**src/uac_pkg.sv**
```systemverilog
package uac_pkg;

    // data word width, the byte lane logic is built around it
    localparam int DATA_W = 32;

    // byte lanes in one word
    localparam int BYTES_PER_WORD = 4;

    // byte offset inside a word
    localparam int OFFSET_W = 2;

    // sequencer states
    typedef enum logic [2:0] {
        // waiting for a request
        IDLE,
        // offer low word read
        READ_LO,
        // wait for low word data
        WAIT_LO,
        // offer high word read
        READ_HI,
        // wait for high word data
        WAIT_HI,
        // offer low word write
        WRITE_LO,
        // offer high word write
        WRITE_HI,
        // one cycle before idle
        DONE
    } uac_state_t;

endpackage

```
**src/uac_request_capture.sv**
```systemverilog
`timescale 1ns/1ps

module uac_request_capture #(
    parameter int ADDR_W = 32
) (
    input  logic                          clk,
    input  logic                          rst,
    input  logic                          req_valid,
    input  logic                          req_write,
    input  logic [ADDR_W-1:0]             req_addr,
    input  logic [uac_pkg::DATA_W-1:0]    req_wdata,
    input  logic [uac_pkg::DATA_W-1:0]    req_wmask,
    input  logic                          accept,
    input  logic                          release_hold,
    output logic                          req_ready,
    output logic                          hold_write,
    output logic                          hold_aligned,
    output logic                          hold_full,
    output logic [ADDR_W-1:0]             lo_addr,
    output logic [ADDR_W-1:0]             hi_addr,
    output logic [uac_pkg::OFFSET_W-1:0]  hold_offset,
    output logic [uac_pkg::DATA_W-1:0]    hold_wdata,
    output logic [uac_pkg::DATA_W-1:0]    hold_wmask
);
    import uac_pkg::*;

    logic              busy;
    logic              write_q;
    logic [ADDR_W-1:0] addr_q;
    logic [DATA_W-1:0] wdata_q;
    logic [DATA_W-1:0] wmask_q;
    logic              src_write;
    logic [ADDR_W-1:0] src_addr;
    logic [DATA_W-1:0] src_wdata;
    logic [DATA_W-1:0] src_wmask;

    // free while idle, held from accept to release
    assign req_ready = ~busy;

    always_ff @(posedge clk) begin
        if (rst) begin
            busy <= 1'b0;
        end else if (release_hold) begin
            busy <= 1'b0;
        end else if (accept) begin
            busy <= 1'b1;
        end
    end

    // request fields, taken in the handshake cycle
    always_ff @(posedge clk) begin
        if (req_valid && req_ready) begin
            write_q <= req_write;
            addr_q  <= req_addr;
            wdata_q <= req_wdata;
            wmask_q <= req_wmask;
        end
    end

    // live request while free so the sequencer can pick
    // its first state in the accept cycle
    assign src_write = busy ? write_q : req_write;
    assign src_addr  = busy ? addr_q  : req_addr;
    assign src_wdata = busy ? wdata_q : req_wdata;
    assign src_wmask = busy ? wmask_q : req_wmask;

    assign hold_write   = src_write;
    assign hold_wdata   = src_wdata;
    assign hold_wmask   = src_wmask;
    assign hold_offset  = src_addr[OFFSET_W-1:0];
    // decision flags, derived here only
    assign hold_aligned = (hold_offset == '0);
    assign hold_full    = &src_wmask;

    // aligned word and the one after it
    assign lo_addr = {src_addr[ADDR_W-1:OFFSET_W], {OFFSET_W{1'b0}}};
    assign hi_addr = lo_addr + ADDR_W'(BYTES_PER_WORD);

endmodule

```
**src/uac_access_sequencer.sv**
```systemverilog
`timescale 1ns/1ps

module uac_access_sequencer #(
    parameter int ADDR_W = 32
) (
    input  logic              clk,
    input  logic              rst,
    input  logic              req_valid,
    input  logic              req_ready,
    input  logic              hold_write,
    input  logic              hold_aligned,
    input  logic              hold_full,
    input  logic [ADDR_W-1:0] lo_addr,
    input  logic [ADDR_W-1:0] hi_addr,
    input  logic              mem_ready,
    input  logic              mem_rvalid,
    output logic              accept,
    output logic              release_hold,
    output logic              mem_valid,
    output logic              mem_write,
    output logic [ADDR_W-1:0] mem_addr,
    output logic              capture_lo,
    output logic              capture_hi,
    output logic              sel_hi,
    output logic              load_done
);
    import uac_pkg::*;

    uac_state_t state;
    uac_state_t state_nxt;
    logic       fast_store;
    logic       offer_hi;

    // full aligned store, no read needed
    assign fast_store = hold_write & hold_aligned & hold_full;

    // request handshake, only possible in idle
    assign accept = req_valid & req_ready & (state == IDLE);

    always_ff @(posedge clk) begin
        if (rst) begin
            state <= IDLE;
        end else begin
            state <= state_nxt;
        end
    end

    always_comb begin
        state_nxt = state;
        case (state)
            IDLE: begin
                if (accept) begin
                    state_nxt = fast_store ? WRITE_LO : READ_LO;
                end
            end
            READ_LO: begin
                // held here under back-pressure
                if (mem_ready) begin
                    state_nxt = WAIT_LO;
                end
            end
            WAIT_LO: begin
                if (mem_rvalid) begin
                    if (!hold_aligned) begin
                        state_nxt = READ_HI;
                    end else if (hold_write) begin
                        state_nxt = WRITE_LO;
                    end else begin
                        state_nxt = DONE;
                    end
                end
            end
            READ_HI: begin
                if (mem_ready) begin
                    state_nxt = WAIT_HI;
                end
            end
            WAIT_HI: begin
                // unaligned only, store goes on to write back
                if (mem_rvalid) begin
                    state_nxt = hold_write ? WRITE_LO : DONE;
                end
            end
            WRITE_LO: begin
                if (mem_ready) begin
                    state_nxt = hold_aligned ? DONE : WRITE_HI;
                end
            end
            WRITE_HI: begin
                if (mem_ready) begin
                    state_nxt = DONE;
                end
            end
            DONE: begin
                state_nxt = IDLE;
            end
            default: begin
                state_nxt = IDLE;
            end
        endcase
    end

    // memory command, moore outputs stay stable until mem_ready
    assign offer_hi  = (state == READ_HI) || (state == WRITE_HI);
    assign mem_valid = (state == READ_LO) || (state == READ_HI) ||
                       (state == WRITE_LO) || (state == WRITE_HI);
    assign mem_write = (state == WRITE_LO) || (state == WRITE_HI);
    // address is don't care while no command is offered
    assign mem_addr  = offer_hi ? hi_addr : lo_addr;

    // read data strobes into the merge buffers
    assign capture_lo = (state == WAIT_LO) & mem_rvalid;
    assign capture_hi = (state == WAIT_HI) & mem_rvalid;

    // high word write data select
    assign sel_hi = (state == WRITE_HI);

    // last read of a load
    assign load_done = ~hold_write & ((capture_lo & hold_aligned) | capture_hi);

    // frees the capture, req_ready back next cycle
    assign release_hold = (state == DONE);

endmodule

```
**src/uac_lane_merge.sv**
```systemverilog
`timescale 1ns/1ps

module uac_lane_merge (
    input  logic                          clk,
    input  logic                          rst,
    input  logic [uac_pkg::DATA_W-1:0]    mem_rdata,
    input  logic                          capture_lo,
    input  logic                          capture_hi,
    input  logic                          sel_hi,
    input  logic                          load_done,
    input  logic                          hold_aligned,
    input  logic [uac_pkg::OFFSET_W-1:0]  hold_offset,
    input  logic [uac_pkg::DATA_W-1:0]    hold_wdata,
    input  logic [uac_pkg::DATA_W-1:0]    hold_wmask,
    output logic [uac_pkg::DATA_W-1:0]    mem_wdata,
    output logic                          resp_valid,
    output logic [uac_pkg::DATA_W-1:0]    resp_rdata
);
    import uac_pkg::*;

    // bits per byte lane
    localparam int BYTE_W = DATA_W / BYTES_PER_WORD;
    // shift amount width, up to one word minus one lane
    localparam int SHIFT_W = $clog2(DATA_W);

    logic [DATA_W-1:0]   lo_buf;
    logic [DATA_W-1:0]   hi_buf;
    logic [SHIFT_W-1:0]  shift_amt;
    logic [2*DATA_W-1:0] old_window;
    logic [2*DATA_W-1:0] wide_data;
    logic [2*DATA_W-1:0] wide_mask;
    logic [2*DATA_W-1:0] new_window;
    logic [2*DATA_W-1:0] rd_window;
    logic [2*DATA_W-1:0] rd_shifted;

    // read word buffers
    always_ff @(posedge clk) begin
        if (rst) begin
            lo_buf <= '0;
            hi_buf <= '0;
        end else begin
            if (capture_lo) begin
                lo_buf <= mem_rdata;
            end
            if (capture_hi) begin
                hi_buf <= mem_rdata;
            end
        end
    end

    // byte offset to bit shift
    assign shift_amt = SHIFT_W'(hold_offset * BYTE_W);

    // store side, 64-bit little endian window
    assign old_window = {hi_buf, lo_buf};
    assign wide_data  = {{DATA_W{1'b0}}, hold_wdata} << shift_amt;
    assign wide_mask  = {{DATA_W{1'b0}}, hold_wmask} << shift_amt;

    // new bit where mask is set, old bit elsewhere
    assign new_window = (old_window & ~wide_mask) | (wide_data & wide_mask);

    // full aligned store: all ones mask, buffer contents drop out
    assign mem_wdata = sel_hi ? new_window[2*DATA_W-1:DATA_W] : new_window[DATA_W-1:0];

    // load side, last word comes live from memory
    // aligned load uses the live word as the low half
    assign rd_window  = {mem_rdata, hold_aligned ? mem_rdata : lo_buf};
    assign rd_shifted = rd_window >> shift_amt;
    assign resp_rdata = rd_shifted[DATA_W-1:0];

    // one cycle pulse with the final read data
    assign resp_valid = load_done;

endmodule

```
**src/unaligned_access_top.sv**
```systemverilog
`timescale 1ns/1ps

module unaligned_access_top #(
    parameter int ADDR_W = 32
) (
    input  logic                       clk,
    input  logic                       rst,
    input  logic                       req_valid,
    input  logic                       req_write,
    input  logic [ADDR_W-1:0]          req_addr,
    input  logic [uac_pkg::DATA_W-1:0] req_wdata,
    input  logic [uac_pkg::DATA_W-1:0] req_wmask,
    input  logic                       mem_ready,
    input  logic                       mem_rvalid,
    input  logic [uac_pkg::DATA_W-1:0] mem_rdata,
    output logic                       req_ready,
    output logic                       resp_valid,
    output logic [uac_pkg::DATA_W-1:0] resp_rdata,
    output logic                       mem_valid,
    output logic                       mem_write,
    output logic [ADDR_W-1:0]          mem_addr,
    output logic [uac_pkg::DATA_W-1:0] mem_wdata
);
    import uac_pkg::*;

    // capture to sequencer and merge
    logic                hold_write;
    logic                hold_aligned;
    logic                hold_full;
    logic [ADDR_W-1:0]   lo_addr;
    logic [ADDR_W-1:0]   hi_addr;
    logic [OFFSET_W-1:0] hold_offset;
    logic [DATA_W-1:0]   hold_wdata;
    logic [DATA_W-1:0]   hold_wmask;
    // sequencer controls
    logic                accept;
    logic                release_hold;
    logic                capture_lo;
    logic                capture_hi;
    logic                sel_hi;
    logic                load_done;

    uac_request_capture #(
        .ADDR_W (ADDR_W)
    ) u_capture (
        .clk          (clk),
        .rst          (rst),
        .req_valid    (req_valid),
        .req_write    (req_write),
        .req_addr     (req_addr),
        .req_wdata    (req_wdata),
        .req_wmask    (req_wmask),
        .accept       (accept),
        .release_hold (release_hold),
        .req_ready    (req_ready),
        .hold_write   (hold_write),
        .hold_aligned (hold_aligned),
        .hold_full    (hold_full),
        .lo_addr      (lo_addr),
        .hi_addr      (hi_addr),
        .hold_offset  (hold_offset),
        .hold_wdata   (hold_wdata),
        .hold_wmask   (hold_wmask)
    );

    uac_access_sequencer #(
        .ADDR_W (ADDR_W)
    ) u_sequencer (
        .clk          (clk),
        .rst          (rst),
        .req_valid    (req_valid),
        .req_ready    (req_ready),
        .hold_write   (hold_write),
        .hold_aligned (hold_aligned),
        .hold_full    (hold_full),
        .lo_addr      (lo_addr),
        .hi_addr      (hi_addr),
        .mem_ready    (mem_ready),
        .mem_rvalid   (mem_rvalid),
        .accept       (accept),
        .release_hold (release_hold),
        .mem_valid    (mem_valid),
        .mem_write    (mem_write),
        .mem_addr     (mem_addr),
        .capture_lo   (capture_lo),
        .capture_hi   (capture_hi),
        .sel_hi       (sel_hi),
        .load_done    (load_done)
    );

    uac_lane_merge u_merge (
        .clk          (clk),
        .rst          (rst),
        .mem_rdata    (mem_rdata),
        .capture_lo   (capture_lo),
        .capture_hi   (capture_hi),
        .sel_hi       (sel_hi),
        .load_done    (load_done),
        .hold_aligned (hold_aligned),
        .hold_offset  (hold_offset),
        .hold_wdata   (hold_wdata),
        .hold_wmask   (hold_wmask),
        .mem_wdata    (mem_wdata),
        .resp_valid   (resp_valid),
        .resp_rdata   (resp_rdata)
    );

endmodule

```
**config.mk**
```make
export PLATFORM = sky130hd
export DESIGN_NAME = unaligned_access_top
export DESIGN_NICKNAME = d
export VERILOG_FILES = /design/src/uac_pkg.sv /design/src/uac_request_capture.sv /design/src/uac_access_sequencer.sv /design/src/uac_lane_merge.sv /design/src/unaligned_access_top.sv
export SDC_FILE = /design/constraint.sdc
export NUM_CORES = 1
export LEC_CHECK = 0
export BUFFER_PORTS_ARGS = -buffer_cell sky130_fd_sc_hd__clkbuf_2
export CORE_UTILIZATION = 48
export CTS_CLUSTER_SIZE = 20
export DETAILED_ROUTE_END_ITERATION = 12
export PLACE_DENSITY = 0.84
export SLEW_MARGIN = 5
export SYNTH_ARGS = -nofsm -noshare
export SYNTH_HDL_FRONTEND = slang
export SYNTH_SLANG_ARGS = --single-unit
```
**constraint.sdc**
```tcl
create_clock -name clk -period 7.55 [get_ports clk]
set_input_delay 0 -clock clk [delete_from_list [all_inputs] [get_ports clk]]
set_output_delay 0 -clock clk [all_outputs]
set_load 0.02 [all_outputs]
```
==> out/summary.md <==
## Clock network
* 17 — number of buffers created by CTS
* 4 — H-tree level count
* 0 — number of setup buffers added after CTS
* done — CTS tree
* 165 — clock tree sinks
* 0.44 ns — clock latency on the worst-skew pair
* 0 — cells resized by post-CTS repair
* 2 — CTS max path bufs
* sky130_fd_sc_hd__clkbuf_16 — Root Buffer Master
* 0.07 ns — Clock Pin Slew Worst Setup and Hold Paths

## Critical path
* 1.03 ns — Max stage delay on crit path
* output port — nature of the critical path endpoint
* multiplexers — cell family with most CP delay
* sky130_fd_sc_hd__mux2_2 — crit path max-delay cell type
* 4.69 ns — Data arrival, critical path
* buf_4, mux2_2, nand2_1, nor2_1, a21oi_1, mux2i_1, o21ai_0, clkbuf_2 — worst-path cell chain
* flop — Startpoint Class
* 6 — depth of the most critical reg-to-reg path
* flop to output port — start-to-end type of the worst setup path
* 8 — count of cell instances traversed by the critical path
* u_sequencer.state[2] — Reg-to-Reg End
* 7.55 ns — worst endpoint required time
* 76 — worst-path maximum fanout
* u_capture.busy — reg2reg start
* 4.37 ns — R2R Setup Slk
* 2 — Critical path buffers and inverters

## STA
* 0.6211 — post-route fraction of the period consumed by the critical path
* 0 — Max Slew Vio Count
* 0 — final hold violation count
* 0 ns — final-layout setup total negative slack
* 0.01509 ns — clk_skew
* 1.076 ns — Slew @ Worst Pin
* 4.690 ns — minimum clock period
* false — setup repair after global routing missed its margin
* 0.2828 — Rel. slew slack
* 0 — final setup fails
* 213.2 MHz — achievable clock frequency

## Flow run
* 0 — total of max-cap violations

## Placement
* 24.56 mm — detailed-placement wirelength estimate
* 0.9716 — routability cong.
* 231 — Port Buffer Count

## Worst hold path
* input port to flop — Worst Hold Class
* 1 — worst hold stages
* req_addr[1] — HP Start
* u_capture.addr_q[1] — Worst Hold Path EP

## Synth
* sky130_fd_sc_hd__edfxtp_1, sky130_fd_sc_hd__dfxtp_1, sky130_fd_sc_hd__mux2i_1 — cell types occupying the most area after synthesis
* 0.3906 — share of the yosys chip area belonging to registers
* sky130_fd_sc_hd__edfxtp_1 — Synth area leader
* 0.03042 — xor-xnor portion of the synthesized cell area
* multiplexers — main combinational cell family by area after synthesis
* 76 — synth unique cells
* 0.2102 — mux contribution to synthesized area
* 0.001144 — adder and majority gate portion of the synthesized area
* 9.441 sq um — Mapped Avg Cell Area
* 0.1536 — complex-gate fraction of the synthesized area
* 0.1691 — post-synthesis simple-gate area fraction
* sky130_fd_sc_hd__edfxtp_1 — Synth Flop Type
* 10940 sq um — Syn Std Cell Area
* 0.2662 — proportion of netlist area held by the largest area contributor
* 1159 — post-synthesis instance total
* 0 — Async S/R FF share, synth
* 0 — yosys synthesis warning count
* 165 — number of storage elements in the synthesis netlist
* 97 — number of enable flip-flop cells after synthesis

## Routing
* 21.04 um — WL per Instance
* 6 — number of search-and-repair iterations in the first detailed-routing pass
* 1440 — Starting DRT DRC Count
* 6.250 — via density per instance
* 37.06 mm — drt total wl
* 0 — Residual DRC
* 0 — DRT antenna net count
* 11010 — count of vias placed by the detailed router

## Die
* 54 — number of cell rows
* 22090 sq um — floorplan core area
* 234 — IO Pins
* 0.4952 — effective utilization at floorplan
* 153.0 um — Die Span Y
* 23400 sq um — area of the die
* 153.0 um — Die X

## GRT
* 80 — largest net degree at the start of global routing
* 1 — number of antenna violations at the first check in global routing
* 10430 — number of global-route vias before repair
* 0 — sum of overflow across all layers after global routing
* 0.3118 — GR Util All Layers
* 57.27 mm — global-route wire length before repair

## Layout
* 1602 — Total Nets Final
* 27.63% — Area growth syn-to-layout
* 1765 — Fillers
* 4278 sq um — area taken by flip-flops and latches
* 0.2459 — ratio of cells with drive above 1 in the final layout
* 6202 sq um — combined area of the multi-input logic cells

## Power and ir drop
* 289.0 nW/um^2 — total power density per cell area
* 5.462 nW — leakage component of the power
* 4.036 mW — total power
* 193.4 uV — maximum vdd ir drop

## Run status
* complete, no violations — run status

## through the flow
step / std cells / cell area, sq um / util / hold slack, ns / worst slack (ns)
after floorplan: 1160 / 10950 / - / 0.09887 / 1.623
after global placement: 1599 / 12110 / 0.5480 / 0.1922 / 3.468
after detailed placement: 1599 / 12110 / 0.5480 / 0.1966 / 3.386
after CTS: 1760 / 13960 / 0.6320 / 0.02611 / 2.913
after global routing: 1761 / 13960 / 0.6321 / 0.04211 / 2.651
final: 1761 / 13960 / 0.6321 / 0.05055 / 2.860
## kinds of logic after synthesis
| kind of cell | after synthesis |
|---|---|
| xor gates and xnor gates | 38 |
| AOI/OAI and AO/OA | 276 |
| other | 1 |
| adders and majority gates | 1 |
| muxes | 184 |
| DFF | 165 |
| buffers and inverters | 90 |
| and+or+nand+nor | 404 |
## metal layers
metal / track usage / routed length [um] / part of all wire / up-vias
li1: - / - / - / 4905
met1: 0.4318 / 15070 / 0.41 / 5190
met2: 0.4768 / 16610 / 0.45 / 805
met3: 0.06833 / 4175 / 0.11 / 106
met4: 0.1183 / 1198 / 0.032 / 0
met5: 0 / 0 / 0 / -
## flip-flops by register name, indices dropped and copies added, names as in the netlist
name / flops
u_capture.write_q: 1
u_capture.busy: 1
u_merge.lo_buf: 32
u_capture.wdata_q: 32
u_sequencer.state: 3
u_capture.addr_q: 32
u_merge.hi_buf: 32
u_capture.wmask_q: 32
## placed cells by master (no fill, tap or decap), drive strengths merged, types with 11 or more instances in the layout
master / n
clkbuf: 248
nand2: 197
a21oi: 132
dlygate4sd3: 129
mux2i: 122
edfxtp: 97
nor2: 91
dfxtp: 68
o21ai: 36
mux4: 32
nand3: 31
mux2: 30
o22ai: 21
a211oi: 20
xor2: 20
xnor2: 18
nor2b: 18
a22oi: 16
and3: 14
buf: 14
nand2b: 11
## power breakdown
part	internal [mW]	switching [mW]
clock network	0.446	0.397
logic	0.725	1.22
registers	1.10	0.147
total	2.27	1.77
## worst max-delay path by stage
stage / slack (ns) / start / end
finish: 2.86 / u_capture.busy / mem_wdata[1]
global route: 2.65 / u_capture.busy / mem_wdata[17]
CTS: 2.91 / u_capture.busy / mem_wdata[1]
detailed placement: 3.39 / u_capture.busy / mem_wdata[1]
global placement: 3.47 / u_capture.busy / mem_wdata[1]
floorplan: 1.62 / u_capture.busy / u_sequencer.state[0]
## worst register-to-register path: stages, from the launching register on
cell                       delay (ns)
sky130_fd_sc_hd__dfxtp_4         0.78
sky130_fd_sc_hd__buf_4           0.83
sky130_fd_sc_hd__nand2_1         0.24
sky130_fd_sc_hd__o21ai_1         0.27
sky130_fd_sc_hd__o21ai_0         0.12
sky130_fd_sc_hd__or4_1           0.59
sky130_fd_sc_hd__a211oi_1        0.27
## layout make-up
| type | count | share of cell area |
|---|---|---|
| Multi-Input combinational cell | 905 | 0.4441 |
| Antenna cell | 1 | 0.0001792 |
| Clock buffer | 17 | 0.03046 |
| Sequential cell | 165 | 0.3063 |
| Timing Repair Buffer | 374 | 0.1828 |
| Tap cell | 280 | 0.02509 |
| Inverter | 4 | 0.001075 |
| Clock inverter | 15 | 0.009945 |
## synth_stat cells (2+ instances only)
cell	count
sky130_fd_sc_hd__inv_1	3
sky130_fd_sc_hd__and4b_1	2
sky130_fd_sc_hd__o31ai_1	4
sky130_fd_sc_hd__and3_1	14
sky130_fd_sc_hd__mux4_2	32
sky130_fd_sc_hd__a21boi_0	2
sky130_fd_sc_hd__nor2_2	3
sky130_fd_sc_hd__a22oi_1	16
sky130_fd_sc_hd__mux2i_1	120
sky130_fd_sc_hd__or3_1	2
sky130_fd_sc_hd__clkbuf_1	34
sky130_fd_sc_hd__o211ai_1	8
sky130_fd_sc_hd__buf_2	26
sky130_fd_sc_hd__nand4_1	5
sky130_fd_sc_hd__dfxtp_1	68
sky130_fd_sc_hd__buf_4	14
sky130_fd_sc_hd__mux2_2	29
sky130_fd_sc_hd__o22ai_1	21
sky130_fd_sc_hd__nand2_1	197
sky130_fd_sc_hd__nor3_1	9
sky130_fd_sc_hd__o21a_1	2
sky130_fd_sc_hd__a31o_2	5
sky130_fd_sc_hd__nand3b_1	4
sky130_fd_sc_hd__and4_1	3
sky130_fd_sc_hd__nor3b_1	4
sky130_fd_sc_hd__o32ai_2	2
sky130_fd_sc_hd__nor2b_1	18
sky130_fd_sc_hd__o21ai_1	5
sky130_fd_sc_hd__a21oi_1	131
sky130_fd_sc_hd__and2_1	3
sky130_fd_sc_hd__buf_1	5
sky130_fd_sc_hd__nand2b_1	11
sky130_fd_sc_hd__nand3_1	30
sky130_fd_sc_hd__a31oi_1	5
sky130_fd_sc_hd__edfxtp_1	97
sky130_fd_sc_hd__o41ai_1	4
sky130_fd_sc_hd__a211oi_1	20
sky130_fd_sc_hd__buf_6	5
sky130_fd_sc_hd__xor2_1	20
sky130_fd_sc_hd__nor2_1	88
sky130_fd_sc_hd__o221ai_1	6
sky130_fd_sc_hd__o21ai_0	31
sky130_fd_sc_hd__xnor2_1	18
## repair_timing
item	4_1_cts	5_1_grt
hold endpoints to repair	161	0
hold buffers	129	0
setup endpoints to repair	0	0
Note: power is estimated with default switching activity, not from simulation.
